`config.mk`:
```
export PLATFORM = sky130hd
export DESIGN_NAME = wb_addr_decode
export DESIGN_NICKNAME = d
export VERILOG_FILES = /design/src/source/soc_pkg.sv /design/src/source/wb_addr_decode.sv
export SDC_FILE = /design/constraint.sdc
export NUM_CORES = 1
export LEC_CHECK = 0
export BUFFER_PORTS_ARGS = -buffer_cell sky130_fd_sc_hd__buf_2
export CORE_AREA = 3 3 121 123
export CTS_BUF_LIST = sky130_fd_sc_hd__clkbuf_8
export DETAILED_ROUTE_END_ITERATION = 6
export DIE_AREA = 0 0 124 126
export PLACE_DENSITY = 0.52
export SLEW_MARGIN = 20
export SYNTH_ARGS = -nofsm -noshare
export SYNTH_HDL_FRONTEND = slang
export SYNTH_SLANG_ARGS = --single-unit
```
`constraint.sdc`:
```
create_clock -name clk_i -period 2.7 [get_ports clk_i]
set_input_delay 0.54 -clock clk_i [delete_from_list [all_inputs] [get_ports clk_i]]
set_output_delay 0.54 -clock clk_i [all_outputs]
set_load 0.1 [all_outputs]
```
`src/source/soc_pkg.sv`:
```
package soc_pkg;

  // bus geometry
  localparam int DATA_W = 32;
  localparam int ADDR_W = 32;
  localparam int SEL_W = 4;
  localparam int RAM_WORDS = 256;
  localparam int RAM_AW = $clog2(RAM_WORDS);
  localparam int GPIO_W = 16;
  localparam int SYNC_STAGES = 2;

  // address map, top nibble selects the target
  localparam int REGION_W = 4;
  localparam logic [REGION_W-1:0] RAM_REGION = 4'h0;
  localparam logic [REGION_W-1:0] GPIO_REGION = 4'h2;
  localparam logic [3:0] GPIO_OUT_OFS = 4'h0;
  localparam logic [3:0] GPIO_OENB_OFS = 4'h4;
  localparam logic [3:0] GPIO_IN_OFS = 4'h8;

  // housekeeping spi
  localparam logic [7:0] HK_CMD_WRITE = 8'h80;
  localparam logic [7:0] HK_CMD_READ = 8'h40;
  localparam logic [7:0] HK_REG_PROD = 8'd0;
  localparam logic [7:0] HK_REG_MFGR = 8'd1;
  localparam logic [7:0] HK_REG_MASK = 8'd2;
  localparam logic [7:0] HK_REG_CTRL = 8'd3;
  localparam logic [7:0] HK_REG_TRIM = 8'd4;
  localparam logic [7:0] HK_PROD_ID = 8'h52;
  localparam logic [7:0] HK_MFGR_ID = 8'h56;
  localparam logic [7:0] HK_MASK_REV = 8'h01;
  localparam logic [7:0] HK_CTRL_RESET = 8'h03;
  localparam int HK_CTRL_W = 4;
  localparam int HK_TRIM_W = 4;
  // control register bit positions
  localparam int HK_BIT_XTAL = 0;
  localparam int HK_BIT_BYPASS = 1;
  localparam int HK_BIT_IRQ = 2;
  localparam int HK_BIT_SOFT_RST = 3;

  typedef logic [GPIO_W-1:0] gpio_t;

  typedef struct packed {
    logic              cyc;
    logic              stb;
    logic              we;
    logic [ADDR_W-1:0] adr;
    logic [SEL_W-1:0]  sel;
    logic [DATA_W-1:0] dat;
  } wb_req_t;

  typedef struct packed {
    logic              ack;
    logic [DATA_W-1:0] dat;
  } wb_rsp_t;

  typedef struct packed {
    logic csb;
    logic sck;
    logic sdi;
  } hk_pins_t;

  typedef struct packed {
    logic       valid;
    logic       first;
    logic [7:0] data;
  } hk_rx_t;

  typedef struct packed {
    logic                 xtal_ena;
    logic                 pll_bypass;
    logic                 irq;
    logic                 soft_rst;
    logic [HK_TRIM_W-1:0] pll_trim;
  } hk_ctrl_t;

endpackage

```
`src/source/wb_addr_decode.sv`:
```
`timescale 1ns/1ps

module wb_addr_decode (
  input  logic             clk_i,
  input  logic             rst_i,
  input  soc_pkg::wb_req_t req_i,
  output soc_pkg::wb_rsp_t rsp_o,
  output soc_pkg::wb_req_t ram_req_o,
  input  soc_pkg::wb_rsp_t ram_rsp_i,
  output soc_pkg::wb_req_t gpio_req_o,
  input  soc_pkg::wb_rsp_t gpio_rsp_i
);

  import soc_pkg::*;

  logic [REGION_W-1:0] region;
  logic                ram_hit;
  logic                gpio_hit;
  logic                none_hit;
  logic                none_ack_q;

  assign region = req_i.adr[ADDR_W-1 -: REGION_W];
  assign ram_hit = (region == RAM_REGION);
  assign gpio_hit = (region == GPIO_REGION);
  assign none_hit = ~ram_hit & ~gpio_hit;

  always_comb begin
    ram_req_o = req_i;
    ram_req_o.stb = req_i.stb & ram_hit;
    gpio_req_o = req_i;
    gpio_req_o.stb = req_i.stb & gpio_hit;
  end

  // unmapped space answers itself with the slave latency
  always_ff @(posedge clk_i) begin
    if (rst_i) begin
      none_ack_q <= 1'b0;
    end else begin
      none_ack_q <= req_i.cyc & req_i.stb & none_hit & ~none_ack_q;
    end
  end

  always_comb begin
    rsp_o.ack = ram_rsp_i.ack | gpio_rsp_i.ack | none_ack_q;
    if (ram_hit) begin
      rsp_o.dat = ram_rsp_i.dat;
    end else if (gpio_hit) begin
      rsp_o.dat = gpio_rsp_i.dat;
    end else begin
      rsp_o.dat = '0;
    end
  end

  // only one target is strobed or answering at a time
  one_target_stb: assert property (
    @(posedge clk_i) disable iff (rst_i)
    $onehot0({ram_req_o.stb | ram_rsp_i.ack, gpio_req_o.stb | gpio_rsp_i.ack,
              (req_i.stb & none_hit) | none_ack_q})
  );

endmodule

```
==> results of run 1 <==
==> cells by family (layout without fill, tap and decap cells) <==
family,after synthesis,count (layout)
buffers and inverters,148,126
DFF,1,1
muxes,32,32
and+or+nand+nor,39,39
==> power groups by stage <==
| stage | combinational (mW) | clock, mW | sequential [mW] |
|---|---|---|---|
| after floorplan | 1.16 | 0 | 0.0159 |
| final | 0.387 | 0 | 0.0160 |
| after CTS | 0.394 | 0 | 0.0160 |
| after global routing | 0.407 | 0 | 0.0161 |
| after global placement | 0.392 | 0 | 0.0160 |
| after detailed placement | 0.393 | 0 | 0.0160 |
==> cell usage in the layout (no fill, tap or decap) <==
| cell type | count |
|---|---|
| nand2_1 | 2 |
| nor2_1 | 27 |
| dfxtp_1 | 1 |
| nor3b_2 | 1 |
| buf_2 | 82 |
| buf_4 | 7 |
| mux2i_1 | 32 |
| nor2_2 | 6 |
| nor4b_1 | 1 |
| or3_1 | 2 |
| buf_12 | 37 |
==> stage by stage <==
stage                     utilization  total power, mW  instance area [um2]  TNS [ns]
after CTS                       0.142            0.410                 1950         0
final                           0.142            0.403                 1950         0
after global placement          0.142            0.408                 1950         0
after floorplan                     -             1.17                 1640     -7.65
after global routing            0.142            0.423                 1950         0
after detailed placement        0.142            0.409                 1950         0
==> critical path, cell delays in order <==
cell and delay, ns:
buf_2 0.11, or3_1 0.36, buf_4 0.25, nor3b_2 0.31, buf_12 0.21
==> final timing paths <==
| check | to | slack, ns |
|---|---|---|
| max | ram_req_o[69] | 0.37 |
| min | none_ack_q$_SDFF_PP0_ | 0.41 |
| min reg2reg | none_ack_q$_SDFF_PP0_ | 0.41 |
| max reg2reg | none_ack_q$_SDFF_PP0_ | 2.03 |
==> area by class of cell <==
class                      instances  area, um2  share of cell area
timing repair buffer             126       1200               0.617
multi-input combinational         71        500               0.257
tap                              180        225               0.116
sequential                         1       20.0              0.0103
==> metal layers <==
layer | vias up | GRT usage | part of all wire
li1 | 506 | - | -
met1 | 487 | 0.0536 | 0.33
met2 | 108 | 0.0907 | 0.48
met3 | 47 | 0.0166 | 0.14
met4 | 2 | 0.0296 | 0.052
met5 | - | 0 | 0.0041
==> Yosys cell counts <==
library cell	instances
buf_4	140
mux2i_1	32
nor2_1	31
buf_2	4
buf_6	4
nand2_1	2
nor2_2	2
or3_1	2
dfxtp_1	1
nor3b_1	1
nor4b_1	1
==> impl_metrics.yaml, run 1 <==
grt:
  grt_overflow: 0
  grt_use_total: 0.0518
  grt_max_degree: 36
  grt_first_pass_wirelength_um: 6320
  antenna_found_initial: 1
  grt_pass1_vias: 1129
finish:
  fillers: 1588
  nets: 339
  reg_top3: "none_ack_q x1"
  largest_reg_flops: 1
  top_register: "none_ack_q"
  stdcell_count: 378
  diodes: 0
  drive_above_1_share: 0.672
  syn2layout_area_growth_pct: 20.2
yosys:
  netlist.area_leader.share: 0.648
  synth_mux_area_frac: 0.198
  syn_inst: 220
  synth_top_family_by_area: "buffers and inverters"
  yosysTopAreaCell: "buf_4"
  ys_seq_area_frac: 0.0123
  ys_seq_elements: 1
  ys_types: 11
  synth_compound_area_frac: 0
  syn_nets: 359
  syn_area_per_cell_um2: 7.37
  synth_area_leaders: "buf_4 65%, mux2i_1 20%, nor2_1 7.2%"
  yosys_warnings: 0
  synth_xor_area_frac: 0
  netlist_area_mm2: 0.00162
  yosys.area_share.adder: 0
  yosys.area_share.simple: 0.102
timing:
  hold_viol_final: 0
  grt_setup_unrepaired: "no"
  fin_ws_ns: 0.374
  max_freq_ghz: 0.430
  slew_viol_final: 0
  finalCritPeriodShare: 0.861
  clock_skew_ns: 0
  hold_slack_ns: 0.409
  slew_headroom: 0.638
  tightest_slew_ns: 0.543
  setup_violations: 0
  finalCriticalPeriod_ns: 2.33
setup_path:
  ff2ff_path_depth: 1
  reg2reg_from: "none_ack_q$_SDFF_PP0_"
  crit_start: "req_i[67]"
  crit_path_end_kind: "output pin"
  worst_ep_required_time_ns: 2.16
  cp.arrival_ns: 1.79
  crit_type: "primary input to output pin"
  cp_max_fo: 35
  startpoint_type: "primary input"
routing:
  wl_um: 4830
  vias: 1150
  drt-wirelength-per-cell_um: 12.8
  vias_per_cell: 3.04
  remaining_drc_errors: 0
  final_antenna_net_count: 0
  drtIter0Drc: 10
  drtPass1Iterations: 4
power:
  p_per_area_mw_per_mm2: 207
  p_comb_frac: 0.960
  swShare: 0.618
  p_leak_nw: 0.925
  ir_worst_vdd_mv: 0.0888
  internal_power_uw: 154
  clkPwrFrac: 0
  p_sw_uw: 249
  seqPwrFrac: 0.040
floorplanning:
  die_y_um: 126
  rows: 43
  coreArea_mm2: 0.0138
  die-area_mm2: 0.0156
  ioPinCount: 314
  fp.dieW_um: 124
  start_util: 0.118
outcome:
  status: "completed"
hold_path:
  min_path_cells: 1
  min_path_type: "flip-flop to flip-flop"
  min_from: "none_ack_q$_SDFF_PP0_"
placement:
  preCtsSetupSlack_ns: 0.312
  dp_cells: 378
  dp_hpwl_um: 4290
  portBuffers: 118
  gp_congestion: 0.684
flow_run:
  maxCapViolCount: 0
cts:
  cts_hold_buf: 0
  cts_resized: 0
  postCtsSetupRepairBufs: 0
  clk_pin_slew_worst_paths_ns: 0
  insertion_delay_ns: 0
(Power assumes the default switching activity.)
==> run 2, diff against run 1 <==
--- a/config.mk
+++ b/config.mk
@@ -5,12 +5,13 @@
 export SDC_FILE = /design/constraint.sdc
 export NUM_CORES = 1
 export LEC_CHECK = 0
+export ABC_AREA = 1
 export BUFFER_PORTS_ARGS = -buffer_cell sky130_fd_sc_hd__buf_2
-export CORE_AREA = 3 3 121 123
+export CORE_AREA = 3 3 119 121
 export CTS_BUF_LIST = sky130_fd_sc_hd__clkbuf_8
 export DETAILED_ROUTE_END_ITERATION = 6
-export DIE_AREA = 0 0 124 126
-export PLACE_DENSITY = 0.52
+export DIE_AREA = 0 0 122 124
+export PLACE_DENSITY = 0.53
 export SLEW_MARGIN = 20
 export SYNTH_ARGS = -nofsm -noshare
 export SYNTH_HDL_FRONTEND = slang
==> run 2 against run 1 <==
Net effect:
- hold slack gained 0.12 ns
- sequential power hardly changed
- first-iteration DRC count rose to 3.4 times the previous value
- fmax grew 4.1%
- wire length rose by 5.5%
- final cell count up 9.5%
- largest cell class unchanged
- highest routed layer is now met4
==> impl_metrics.yaml, run 2 <==
outcome:
  status: "completed"
setup_path:
  critPathSlowestCell: "nor2_4"
  startpoint_type: "primary input"
  worst_ep_required_time_ns: 2.16
  critPathMaxStageDelay_ns: 0.28
  critPathMostFrequentCell: "buf_12"
  crit_chain: "buf_2, inv_2, nor2_4, buf_12, nand3_1, nand2_1, buf_12"
  crit_start: "req_i[65]"
  crit_type: "primary input to output pin"
  cp.arrival_ns: 1.69
  reg2reg_from: "none_ack_q$_SDFF_PP0_"
  cp_max_fo: 23
  crit_path_end_kind: "output pin"
routing:
  wl_um: 5090
  drtIter0Drc: 34
  vias: 1390
  drtPass1Iterations: 4
  remaining_drc_errors: 0
  vias_per_cell: 3.36
  drt-wirelength-per-cell_um: 12.3
  final_antenna_net_count: 0
grt:
  grt_use_total: 0.0597
  antenna_found_initial: 0
  grt_overflow: 0
  grt_pass1_vias: 1349
  grt_max_degree: 47
  grt_first_pass_wirelength_um: 7130
yosys:
  async_reset_ff_frac: 0
  syn_nets: 407
  ys_seq_elements: 1
  yosys_warnings: 0
  yosysTopAreaCell: "buf_4"
  synth_common_cells: "148 x buf_4, 64 x nand3_1, 37 x nand2_1"
  ys_types: 12
  synth_area_leaders: "buf_4 66%, nand3_1 19%, nand2_1 8.3%"
  syn_inst: 268
  syn_area_per_cell_um2: 6.25
  ys.flop_type: "dfxtp_1"
  ys_seq_area_frac: 0.0119
  synth_most_common_cell: "buf_4"
  synth_edf_count: 0
  netlist_area_mm2: 0.00168
  netlist.area_leader.share: 0.663
timing:
  slew_viol_final: 0
  setup_violations: 0
  slew_headroom: 0.677
  grt_setup_unrepaired: "no"
  finalCritPeriodShare: 0.827
  finalCriticalPeriod_ns: 2.23
  max_freq_ghz: 0.448
  hold_viol_final: 0
  setup_tns_ns: 0
  tightest_slew_ns: 0.487
  clock_skew_ns: 0
floorplanning:
  die-area_mm2: 0.0151
  ioPinCount: 314
  rows: 42
  coreArea_mm2: 0.0132
  start_util: 0.127
  fp.dieW_um: 122
  die_y_um: 124
cts:
  cts_resized: 0
  postCtsSetupRepairBufs: 0
  clk_pin_slew_worst_paths_ns: 0
  cts_hold_buf: 0
  insertion_delay_ns: 0
flow_run:
  maxCapViolCount: 0
power:
  p_per_area_mw_per_mm2: 207
  ir_worst_vdd_mv: 0.0822
  p_leak_nw: 0.960
  power_uw: 401
placement:
  dp_hpwl_um: 4300
  portBuffers: 118
  gp_congestion: 0.701
finish:
  diodes: 0
  reg_top3: "none_ack_q x1"
  syn2layout_area_growth_pct: 15.8
  drive_above_1_share: 0.542
  final_common_cell: "buf_2"
  top_register: "none_ack_q"
  nets: 379
  final_cell_mix: "84 x buf_2, 64 x nand3_1, 37 x nand2_1"
  largest_reg_flops: 1
hold_path:
  min_path_type: "flip-flop to flip-flop"
  min_from: "none_ack_q$_SDFF_PP0_"
## run 2: cell count changes after synthesis, moves of 4 or more
cell     delta
nand2_1    +35
nand3_1    +64
buf_6       -4
mux2i_1    -32
buf_4       +8
nor2_1     -26
## run 2: area by class of cell
class	count	area, um2
fill	1511	11200
tap	176	220
timing repair buffer	123	1160
multi-input combinational	110	522
inverter	4	15.0
sequential	1	20.0
## run 2: metrics by stage
| step | util | std cells | setup WS, ns | cell area (um2) | hold WS, ns |
|---|---|---|---|---|---|
| 2_1_floorplan | - | 268 | 0.347 | 1680 | 0.473 |
| 3_3_place_gp | 0.147 | 414 | 0.451 | 1940 | 0.549 |
| 3_5_place_dp | 0.147 | 414 | 0.435 | 1940 | 0.544 |
| 4_1_cts | 0.147 | 414 | 0.434 | 1940 | 0.546 |
| 5_1_grt | 0.147 | 414 | 0.367 | 1940 | 0.574 |
| 6_report | 0.147 | 414 | 0.466 | 1940 | 0.524 |
## run 2: path summary, 6_finish.rpt
path	to	slack [ns]	cells after the start
max	rsp_o[9]	0.47	7
min	none_ack_q$_SDFF_PP0_	0.52	3
max reg2reg	none_ack_q$_SDFF_PP0_	2.09	3
min reg2reg	none_ack_q$_SDFF_PP0_	0.52	3
## run 2: worst max-delay path, delay by kind of cell
family | cells | cell delay [ns]
and+or+nand+nor | 3 | 0.54
buffers and inverters | 4 | 0.59
## run 2: power by group
part,internal [mW],switching [mW],total [mW]
sequential,0.0157,0.000351,0.0160
clock,0,0,0
combinational,0.122,0.263,0.385
total,0.138,0.263,0.401
## run 2: kinds of logic (layout without fill, tap and decap cells)
| family | count (synthesis) | count (layout) | share of synthesized area |
|---|---|---|---|
| and+or+nand+nor | 110 | 110 | 0.302 |
| DFF | 1 | 1 | 0.0119 |
| buffers and inverters | 157 | 127 | 0.686 |
## run 2: layer usage
| layer | vias up | wire (um) | track usage |
|---|---|---|---|
| li1 | 655 | - | - |
| met1 | 560 | 1450 | 0.0508 |
| met2 | 115 | 2470 | 0.112 |
| met3 | 60 | 755 | 0.0218 |
| met4 | 0 | 411 | 0.0469 |
| met5 | - | 0 | 0 |
==> run 3, diff against run 2 <==
--- a/config.mk
+++ b/config.mk
@@ -5,13 +5,13 @@
 export SDC_FILE = /design/constraint.sdc
 export NUM_CORES = 1
 export LEC_CHECK = 0
-export ABC_AREA = 1
+export ABC_AREA = 0
 export BUFFER_PORTS_ARGS = -buffer_cell sky130_fd_sc_hd__buf_2
-export CORE_AREA = 3 3 119 121
+export CORE_AREA = 3 3 120 122
 export CTS_BUF_LIST = sky130_fd_sc_hd__clkbuf_8
 export DETAILED_ROUTE_END_ITERATION = 6
-export DIE_AREA = 0 0 122 124
-export PLACE_DENSITY = 0.53
+export DIE_AREA = 0 0 123 125
+export PLACE_DENSITY = 0.52
 export SLEW_MARGIN = 20
 export SYNTH_ARGS = -nofsm -noshare
 export SYNTH_HDL_FRONTEND = slang
==> constraint.sdc (replaced) <==
create_clock -name clk_i -period 2.1 [get_ports clk_i]
set_input_delay 0.42 -clock clk_i [delete_from_list [all_inputs] [get_ports clk_i]]
set_output_delay 0.42 -clock clk_i [all_outputs]
set_load 0.1 [all_outputs]
==> run 3 against run 2 <==
Net effect:
- critical endpoint is now rsp_o[18]
- critical path depth shrank 2
- die area grew 1.6%
- register-to-register slack lost 0.64 ns
- power grew 33%
- worst setup slack lost 0.41 ns
- sequential power grew 29%
- hold slack lost 0.11 ns
- cell area grew 5.5%
- first-iteration DRC count shrank 91%
- global-route usage shrank 1.5 points
- combinational power grew 33%
- critical path type unchanged
- wire length shrank 21%
==> impl_metrics.yaml, run 3 (synthesis results as in run 1) <==
outcome:
  status: "completed"
power:
  ir_worst_vdd_mv: 0.102
  clkPwrFrac: 0
  seqPwrFrac: 0.039
  p_comb_frac: 0.961
  p_leak_nw: 0.934
  internal_power_uw: 207
  p_per_area_mw_per_mm2: 260
  swShare: 0.611
  p_sw_uw: 326
grt:
  antenna_found_initial: 0
  grt_first_pass_wirelength_um: 5600
  grt_use_total: 0.0449
  grt_max_degree: 22
  grt_pass1_vias: 1148
  grt_overflow: 0
timing:
  finalCritPeriodShare: 0.971
  grt_setup_unrepaired: "no"
  hold_viol_final: 0
  slew_viol_final: 0
  max_freq_ghz: 0.490
  fin_ws_ns: 0.0602
  setup_violations: 0
  clock_skew_ns: 0
  tightest_slew_ns: 0.490
  finalCriticalPeriod_ns: 2.04
  slew_headroom: 0.676
finish:
  diodes: 0
  reg_top3: "none_ack_q x1"
  syn2layout_area_growth_pct: 26.3
  final_common_cell: "buf_2"
  nets: 335
  drive_above_1_share: 0.809
  top_register: "none_ack_q"
  final_cell_mix: "82 x buf_2, 39 x buf_12, 32 x mux2i_1, 32 x nor2_2, 2 x nand2_1"
  post-route-util: 0.154
  fillers: 1497
  largest_reg_flops: 1
setup_path:
  cp_max_fo: 17
  crit_path_end_kind: "output pin"
  crit_type: "primary input to output pin"
  cp.arrival_ns: 1.62
  worst_ep_required_time_ns: 1.68
  startpoint_type: "primary input"
placement:
  gp_congestion: 0.660
  dp_hpwl_um: 3210
  preCtsSetupSlack_ns: -0.0395
  portBuffers: 118
floorplanning:
  die_y_um: 125
  die-area_mm2: 0.0154
  fp.dieW_um: 123
  rows: 42
  coreArea_mm2: 0.0133
  ioPinCount: 314
  start_util: 0.122
routing:
  remaining_drc_errors: 0
  drt-wirelength-per-cell_um: 10.9
  wl_um: 4030
  final_antenna_net_count: 0
  vias: 1101
  drtPass1Iterations: 2
  vias_per_cell: 2.98
  drtIter0Drc: 3
cts:
  clk_pin_slew_worst_paths_ns: 0
  insertion_delay_ns: 0
  cts_hold_buf: 0
flow_run:
  maxCapViolCount: 0
hold_path:
  min_path_type: "flip-flop to flip-flop"
-- run 3: layer usage --
| layer | GRT usage | share of wire | wire, um | vias up |
|---|---|---|---|---|
| li1 | - | - | - | 503 |
| met4 | 0.0280 | 0.060 | 242 | 0 |
| met2 | 0.0827 | 0.49 | 1990 | 96 |
| met5 | 0 | 0 | 0 | - |
| met3 | 0.0122 | 0.15 | 590 | 40 |
| met1 | 0.0434 | 0.30 | 1210 | 462 |
-- run 3: worst paths after layout --
| path | end | slack, ns | cells after the start | from |
|---|---|---|---|---|
| setup / recovery | rsp_o[18] | 0.06 | 5 | req_i[67] |
| hold / removal | none_ack_q$_SDFF_PP0_ | 0.41 | 1 | none_ack_q$_SDFF_PP0_ |
| setup reg to reg | none_ack_q$_SDFF_PP0_ | 1.45 | 1 | none_ack_q$_SDFF_PP0_ |
| hold reg to reg | none_ack_q$_SDFF_PP0_ | 0.41 | 1 | none_ack_q$_SDFF_PP0_ |
-- run 3: final cells by class --
class,count,area (um2),share of cell area
flip-flops and latches,1,20.0,0.00977
well taps,176,220,0.108
repair buffers,122,1220,0.597
multi-input cells,71,584,0.285
-- run 3: critical path: stages --
cell       delay (ns)
buf_2            0.11
or3_4            0.41
bufbuf_16        0.32
nor2_2           0.16
buf_12           0.19
-- run 3: timing repair --
item | 4_1_cts | 5_1_grt
endpoints found under the setup margin | 1 | 1
resized for setup | 1 | 1
setup buffers | 0 | 0
gates cloned | 1 | 0
-- run 3: per-stage QoR --
| stage | TNS (ns) | instances | total power [mW] | area [um2] | hold WS [ns] |
|---|---|---|---|---|---|
| finish | 0 | 370 | 0.533 | 2050 | 0.414 |
| global route | 0 | 370 | 0.558 | 2050 | 0.442 |
| CTS | 0 | 370 | 0.541 | 2040 | 0.423 |
| detailed placement | -0.0395 | 369 | 0.531 | 2010 | 0.423 |
| global placement | -0.0303 | 369 | 0.530 | 2010 | 0.415 |
| floorplan | -6.82 | 220 | 1.52 | 1710 | 0.390 |
-- run 3: power by group through the flow --
stage,Combinational [mW],Clock (mW),Sequential (mW)
floorplan,1.50,0,0.0204
global placement,0.510,0,0.0206
detailed placement,0.510,0,0.0206
CTS,0.520,0,0.0206
global route,0.538,0,0.0207
finish,0.513,0,0.0206
